--- src/rtl/laa_macros.svh ---
`ifndef LAA_MACROS_SVH
`define LAA_MACROS_SVH

// Element width in bits
`define LAA_WIDTH 32

// Matrix is LAA_DIM x LAA_DIM
`define LAA_DIM 3
`define LAA_ELEMS 9

// Bit 4 picks A or B and the low bits give the element index
`define LAA_ADDR_W 5

// All-ones address starts a multiply
`define LAA_MULT_ADDR {`LAA_ADDR_W{1'b1}}

`endif

--- src/rtl/laa_data_pkg.sv ---
`include "laa_macros.svh"

package laa_data_pkg;

    typedef logic [`LAA_WIDTH-1:0] element_t;

    typedef element_t [`LAA_ELEMS-1:0] matrix_t; // Row-major order by row*3 + col

    typedef logic [3:0] index_t;

    typedef logic [1:0] coord_t; // Row, column or k

    // One multiply-accumulate step
    typedef struct packed {
        coord_t row;
        coord_t col;
        coord_t k;
        logic   first;  // k == 0
        logic   last_k; // k == 2
    } mac_pos_t;

    typedef struct packed {
        logic     en;
        index_t   index;
        element_t value;
    } c_write_t;

    function automatic index_t elem_index(coord_t r, coord_t c);
        return index_t'(r) * index_t'(`LAA_DIM) + index_t'(c);
    endfunction

endpackage

--- src/rtl/laa_ctrl_pkg.sv ---
package laa_ctrl_pkg;

    // What an access means once decoded
    typedef enum logic [2:0] {
        OP_NONE,
        OP_WRITE_A,
        OP_WRITE_B,
        OP_READ_ONLY,
        OP_MULTIPLY
    } op_e;

    typedef enum logic [1:0] {
        S_IDLE,
        S_MAC,
        S_COMMIT
    } seq_state_e;

    // Decoded address, shared by the read and write ports
    typedef struct packed {
        op_e                   op;
        logic                  matrix_b;
        laa_data_pkg::index_t  index;
        logic                  valid;    // Address maps to an element
    } access_t;

endpackage

--- src/rtl/matrix_regfile.sv ---
module matrix_regfile (
    input  logic                    clk,
    input  logic                    reset,
    input  laa_ctrl_pkg::access_t   access,
    input  logic                    wr_en,
    input  laa_data_pkg::element_t  data_in,
    input  laa_data_pkg::mac_pos_t  pos,
    input  laa_data_pkg::c_write_t  c_wr,
    input  logic                    commit,
    output laa_data_pkg::element_t  data_out,
    output laa_data_pkg::element_t  a_operand,
    output laa_data_pkg::element_t  b_operand
);

    laa_data_pkg::matrix_t a_q;
    laa_data_pkg::matrix_t b_q;
    laa_data_pkg::matrix_t c_q;
    laa_data_pkg::matrix_t c_next;

    // C with this cycle's write folded in
    always_comb begin
        c_next = c_q;
        if (c_wr.en) begin
            c_next[c_wr.index] = c_wr.value;
        end
    end

    always_ff @(posedge clk) begin
        if (reset) begin
            a_q <= '0;
            b_q <= '0;
        end else if (commit) begin
            a_q <= c_next; // Last C element arrives with commit
        end else if (wr_en) begin
            if (access.op == laa_ctrl_pkg::OP_WRITE_B) begin
                b_q[access.index] <= data_in;
            end else begin
                a_q[access.index] <= data_in;
            end
        end
    end

    always_ff @(posedge clk) begin
        if (reset) begin
            c_q <= '0;
        end else if (c_wr.en) begin
            c_q <= c_next;
        end
    end

    // Read port
    always_comb begin
        data_out = '0;
        if (access.valid) begin
            if (access.matrix_b) begin
                data_out = b_q[access.index];
            end else begin
                data_out = a_q[access.index];
            end
        end
    end

    // A walks row i along k, B walks column j along k
    assign a_operand = a_q[laa_data_pkg::elem_index(pos.row, pos.k)];
    assign b_operand = b_q[laa_data_pkg::elem_index(pos.k, pos.col)];

endmodule

--- src/rtl/element_counter.sv ---
`include "laa_macros.svh"

module element_counter (
    input  logic                    clk,
    input  logic                    reset,
    input  logic                    count_clear,
    input  logic                    count_step,
    output laa_data_pkg::mac_pos_t  pos,
    output logic                    pos_last
);

    localparam laa_data_pkg::coord_t MAX_COORD = laa_data_pkg::coord_t'(`LAA_DIM - 1);

    laa_data_pkg::coord_t row_q;
    laa_data_pkg::coord_t col_q;
    laa_data_pkg::coord_t k_q;

    always_ff @(posedge clk) begin
        if (reset || count_clear) begin
            row_q <= '0;
            col_q <= '0;
            k_q   <= '0;
        end else if (count_step) begin
            if (k_q == MAX_COORD) begin
                k_q <= '0;
                if (col_q == MAX_COORD) begin
                    col_q <= '0;
                    row_q <= (row_q == MAX_COORD) ? '0 : row_q + 2'd1;
                end else begin
                    col_q <= col_q + 2'd1;
                end
            end else begin
                k_q <= k_q + 2'd1; // k runs fastest
            end
        end
    end

    assign pos.row    = row_q;
    assign pos.col    = col_q;
    assign pos.k      = k_q;
    assign pos.first  = (k_q == '0);
    assign pos.last_k = (k_q == MAX_COORD);

    assign pos_last = (row_q == MAX_COORD) && (col_q == MAX_COORD) && (k_q == MAX_COORD);

endmodule

--- src/rtl/mac_datapath.sv ---
module mac_datapath (
    input  logic                    clk,
    input  logic                    reset,
    input  logic                    mac_en,
    input  laa_data_pkg::mac_pos_t  pos,
    input  laa_data_pkg::element_t  a_operand,
    input  laa_data_pkg::element_t  b_operand,
    output laa_data_pkg::c_write_t  c_wr
);

    laa_data_pkg::element_t product;
    laa_data_pkg::element_t sum;
    laa_data_pkg::element_t acc_q;
    logic                   c_en_q;
    laa_data_pkg::index_t   c_index_q;
    laa_data_pkg::element_t c_value_q;

    // Only the low 32 bits are kept
    assign product = a_operand * b_operand;
    assign sum     = pos.first ? product : acc_q + product;

    always_ff @(posedge clk) begin
        if (reset) begin
            c_en_q    <= 1'b0;
            acc_q     <= '0;
            c_index_q <= '0;
            c_value_q <= '0;
        end else begin
            c_en_q <= mac_en && pos.last_k; // One pulse per C element
            if (mac_en) begin
                acc_q <= sum;
                if (pos.last_k) begin
                    c_index_q <= laa_data_pkg::elem_index(pos.row, pos.col);
                    c_value_q <= sum;
                end
            end
        end
    end

    assign c_wr.en    = c_en_q;
    assign c_wr.index = c_index_q;
    assign c_wr.value = c_value_q;

endmodule

--- src/rtl/mac_sequencer.sv ---
`include "laa_macros.svh"

module mac_sequencer (
    input  logic                         clk,
    input  logic                         reset,
    input  logic                         operate,
    input  logic [`LAA_ADDR_W-1:0]       addr,
    input  logic                         pos_last,
    output laa_ctrl_pkg::access_t        access,
    output logic                         wr_en,
    output logic                         count_clear,
    output logic                         count_step,
    output logic                         mac_en,
    output logic                         commit,
    output logic                         busy
);

    laa_ctrl_pkg::seq_state_e state_q;
    laa_ctrl_pkg::seq_state_e state_next;

    // Address decode
    always_comb begin
        access.op       = laa_ctrl_pkg::OP_NONE;
        access.matrix_b = addr[4];
        access.index    = laa_data_pkg::index_t'(addr[3:0]);
        access.valid    = 1'b0;
        if (addr == `LAA_MULT_ADDR) begin
            if (operate) begin
                access.op = laa_ctrl_pkg::OP_MULTIPLY;
            end
        end else if (addr[3:0] < `LAA_ELEMS) begin
            access.valid = 1'b1;
            if (!operate) begin
                access.op = laa_ctrl_pkg::OP_READ_ONLY;
            end else if (addr[4]) begin
                access.op = laa_ctrl_pkg::OP_WRITE_B;
            end else begin
                access.op = laa_ctrl_pkg::OP_WRITE_A;
            end
        end
    end

    always_comb begin
        state_next = state_q;
        case (state_q)
            laa_ctrl_pkg::S_IDLE: begin
                if (access.op == laa_ctrl_pkg::OP_MULTIPLY) begin
                    state_next = laa_ctrl_pkg::S_MAC;
                end
            end
            laa_ctrl_pkg::S_MAC: begin
                if (pos_last) begin
                    state_next = laa_ctrl_pkg::S_COMMIT; // 27th step done
                end
            end
            default: state_next = laa_ctrl_pkg::S_IDLE;
        endcase
    end

    always_ff @(posedge clk) begin
        if (reset) begin
            state_q <= laa_ctrl_pkg::S_IDLE;
        end else begin
            state_q <= state_next;
        end
    end

    // Strobes only count in idle
    assign wr_en = (state_q == laa_ctrl_pkg::S_IDLE) &&
                   (access.op == laa_ctrl_pkg::OP_WRITE_A ||
                    access.op == laa_ctrl_pkg::OP_WRITE_B);

    assign count_clear = (state_q == laa_ctrl_pkg::S_IDLE);
    assign count_step  = (state_q == laa_ctrl_pkg::S_MAC);
    assign mac_en      = (state_q == laa_ctrl_pkg::S_MAC);
    assign commit      = (state_q == laa_ctrl_pkg::S_COMMIT);
    assign busy        = (state_q != laa_ctrl_pkg::S_IDLE);

endmodule

--- src/rtl/laa_top.sv ---
`include "laa_macros.svh"

module laa_top (
    input  logic                    clk,
    input  logic                    reset,
    input  logic                    operate,
    input  logic [`LAA_ADDR_W-1:0]  addr,
    input  laa_data_pkg::element_t  data_in,
    output laa_data_pkg::element_t  data_out,
    output logic                    busy
);

    laa_ctrl_pkg::access_t  access;
    logic                   wr_en;
    logic                   count_clear;
    logic                   count_step;
    logic                   mac_en;
    logic                   commit;
    laa_data_pkg::mac_pos_t pos;
    logic                   pos_last;
    laa_data_pkg::element_t a_operand;
    laa_data_pkg::element_t b_operand;
    laa_data_pkg::c_write_t c_wr;

    mac_sequencer u_sequencer (
        .clk         (clk),
        .reset       (reset),
        .operate     (operate),
        .addr        (addr),
        .pos_last    (pos_last),
        .access      (access),
        .wr_en       (wr_en),
        .count_clear (count_clear),
        .count_step  (count_step),
        .mac_en      (mac_en),
        .commit      (commit),
        .busy        (busy)
    );

    element_counter u_counter (
        .clk         (clk),
        .reset       (reset),
        .count_clear (count_clear),
        .count_step  (count_step),
        .pos         (pos),
        .pos_last    (pos_last)
    );

    mac_datapath u_mac (
        .clk       (clk),
        .reset     (reset),
        .mac_en    (mac_en),
        .pos       (pos),
        .a_operand (a_operand),
        .b_operand (b_operand),
        .c_wr      (c_wr)
    );

    matrix_regfile u_regfile (
        .clk       (clk),
        .reset     (reset),
        .access    (access),
        .wr_en     (wr_en),
        .data_in   (data_in),
        .pos       (pos),
        .c_wr      (c_wr),
        .commit    (commit),
        .data_out  (data_out),
        .a_operand (a_operand),
        .b_operand (b_operand)
    );

endmodule

--- config.mk ---
export PLATFORM = sky130hd
export DESIGN_NAME = laa_top
export DESIGN_NICKNAME = d
export VERILOG_FILES = /design/src/rtl/laa_data_pkg.sv /design/src/rtl/laa_ctrl_pkg.sv /design/src/rtl/matrix_regfile.sv /design/src/rtl/element_counter.sv /design/src/rtl/mac_datapath.sv /design/src/rtl/mac_sequencer.sv /design/src/rtl/laa_top.sv
export VERILOG_INCLUDE_DIRS = /design/src /design/src/rtl
export SDC_FILE = /design/constraint.sdc
export NUM_CORES = 2
export LEC_CHECK = 0
export BUFFER_PORTS_ARGS = -buffer_cell sky130_fd_sc_hd__buf_2
export CORE_MARGIN = 2
export CORE_UTILIZATION = 55
export CTS_BUF_LIST = sky130_fd_sc_hd__clkbuf_8
export CTS_CLUSTER_SIZE = 8
export DETAILED_ROUTE_END_ITERATION = 10
export HOLD_SLACK_MARGIN = 0.15
export PLACE_DENSITY = 0.71
export SETUP_SLACK_MARGIN = 0.02
export SYNTH_ARGS = -nofsm -noshare
export SYNTH_HDL_FRONTEND = slang
export SYNTH_SLANG_ARGS = --single-unit
export TNS_END_PERCENT = 30
--- constraint.sdc ---
create_clock -name clk -period 12.7 [get_ports clk]
set_input_delay 0 -clock clk [delete_from_list [all_inputs] [get_ports clk]]
set_output_delay 0 -clock clk [all_outputs]
set_load 0.01 [all_outputs]
==> metrics.txt <==
final slew viol count 0; root buf cell clkbuf_8; switching power 1.53 mW; Final Hold Fails 0; worst skew pair latency 0.87 ns; DPL Wire Length 145 mm; Peak VDD IR 0.000110 V; chip height 339 µm; vias per cell 6.34; vias in the first global route 52.3k; Die Width 339 µm; Final min period 12.14 ns; R2R cell count 44; CP startpoint kind flop; crit end category flop; Critical Path RT 13.35 ns; initial core utilization 55.6%; total of max-cap violations 0; Power, Total 5.92 mW; Rows 122; Syn Area/Cell 8.74 µm²; Switching Share 25.9%; post-synthesis register bit count 941; most common cell after layout, fill and taps aside nand2_1; Clk pin slew, worst setup/hold paths 0.07 ns; final worst-path cycle share 95.6%; library cells used by synthesis 78; # port buffers 72; RSZ-0062 raised after global routing no; nets 7,527; gr ovfl total 0; DR WL/cell 26.0 µm; die area 115,000 µm²; critical path type flop to flop; Synth Flop Type dfxtp_1; Post-CTS Setup Bufs 0; Slowest-stage cell, CP fa_2; Post-Synthesis Cells 7,059; Area Overhead vs Synth 7.81%; crit path DAT 12.80 ns; YS warnings 0; worst hold path class input pin to flop; Worst path max stage delay 0.87 ns; initial drt markers 7,236; Post-Syn Area 61,700 µm²; Worst slew margin 5.19%; initial antenna violation count 19; Setup Skew 0.0561 ns; f_max 0.0823 GHz; Sink Count 941; cell-internal power 4.39 mW; largest net degree at the start of global routing 207; GPL Wtd Cong 0.952; share of layout cells above drive strength 1 12.3%; final core occ 59.9%; Core ar. 111,000 µm²; hold_ws 0.190 ns; cell area power density 89.1 nW/µm²; Global Route Usage Sum 37.8%; commonest cells after routing, fill and taps aside 1,508 x nand2_1, 941 x dfxtp_1, 614 x a21oi_1, 547 x nor2_1, 530 x inv_1; EDFF count, synth 0; H-tree Lvls 4; Clk pwr share 44.3%; Clock Tree Buf Depth 3; run status completed; Gate power share 5.3%; worst-margin pin slew 1.41 ns; Num CTS Buffers 159; CP max FO 14; Post-DP Area 62,900 µm²; Setup TNS 0 ns; io pins 73; Detail Route Antenna Nets 0; hold path depth 4; sequential share of the synthesized area 30.5%; Residual DRC 0; net count after synthesis 7,681; first-pass GRT wire length 328 mm; Post-synth ARST share 0%; endpoints failing setup 0; DR pass1 iterations 6; Reg power frac 50.3%; DR vias 53.9k; final WL 221 mm; CTS tree done; Leak 26.4 nW; finished layout cell area 66,500 µm²
cell usage after synthesis, types with 28 or more instances:
cell type / n / area share, %
a21o_1: 28 / 0.34
fa_1: 413 / 13
buf_1: 81 / 0.49
xnor2_1: 77 / 1.1
mux2_2: 77 / 1.4
dfxtp_1: 941 / 31
clkbuf_1: 457 / 2.8
nor2b_1: 67 / 0.68
o22ai_1: 28 / 0.28
o21ai_0: 239 / 1.9
ha_1: 169 / 3.4
mux4_2: 230 / 8.4
nand3_1: 67 / 0.54
nand2b_1: 40 / 0.41
inv_1: 479 / 2.9
nand2_1: 1516 / 9.2
or2_2: 47 / 0.48
mux2i_1: 378 / 6.1
a21oi_1: 614 / 5.0
and2_1: 46 / 0.47
a22oi_1: 30 / 0.37
nor2_1: 555 / 3.4
a31oi_1: 33 / 0.33
xor2_1: 28 / 0.40
a211oi_1: 166 / 2.0
cells by family (layout without fill, tap and decap cells):
kind of cell	after synthesis	count (layout)	synth area share, %
and+or+nand+nor	2403	2403	15.9
AOI/OAI and AO/OA	1261	1261	12.0
buffers and inverters	1071	1010	6.91
DFF	941	941	30.5
muxes	687	687	16.0
adders and majority gates	582	582	16.8
xor gates and xnor gates	114	114	1.81
other	0	13	0
final cells by class:
cell class	instances	area, µm²
sequential	941	18800
timing repair buffer	277	2150
antenna	13	32.5
fill	9761	44500
multi-input combinational	5047	38900
inverter	479	1800
clock inverter	72	403
clock buffer	182	2500
tap	1488	1860
critical path, delay by kind of cell, from the launching register on:
family,cells,cell delay [ns]
buf+inv,8,0.75
xor+xnor,2,0.28
flops,1,0.45
compound gates,12,2.72
simple gates,9,1.98
fa+ha+maj,13,5.73
sequential cells by signal, summed over array words and instances, names as in the netlist:
signal	count
u_counter.col_q	2
u_regfile.c_q	288
u_sequencer.state_q	2
u_mac.acc_q	32
u_mac.c_index_q	4
u_counter.k_q	2
u_mac.c_value_q	32
u_regfile.b_q	288
u_counter.row_q	2
u_regfile.a_q	288
u_mac.c_en_q	1
worst paths after layout:
| kind | start | end | slack, ns |
|---|---|---|---|
| min | data_in[4] | u_regfile.b_q[260] | 0.19 |
| min reg2reg | u_regfile.c_q[66] | u_regfile.c_q[66] | 0.46 |
| max | u_counter.k_q[0] | u_mac.acc_q[26] | 0.56 |
| max reg2reg | u_counter.k_q[0] | u_mac.acc_q[26] | 0.56 |
power groups by stage:
stage	Clock, mW	Combinational, mW	Sequential, mW
2_1_floorplan	0	0.181	3.04
3_3_place_gp	0	0.281	3.04
3_5_place_dp	0	0.282	3.04
4_1_cts	2.62	0.301	2.98
5_1_grt	2.75	0.323	2.98
6_report	2.62	0.317	2.98
repair_timing:
action,4_1_cts,5_1_grt
gates resized for setup,0,5
endpoints found under the setup margin,0,2
hold buffers,63,0
endpoints found under the hold margin,680,0
stage by stage:
stage | setup WS [ns] | std cells
global placement | 0.866 | 8169
detailed placement | 0.635 | 8169
CTS | 0.628 | 8486
global route | 0.0436 | 8492
finish | 0.556 | 8499
floorplan | 1.35 | 7059
routing by layer:
layer / vias up / GRT usage (%) / share of wire [%]
li1: 23200 / - / -
met1: 26100 / 48.1 / 37
met2: 3723 / 56.3 / 43
met3: 860 / 10.5 / 13
met4: 10 / 25.0 / 7.4
met5: - / 0 / 0.024
Note: power is estimated with default switching activity, not from simulation.
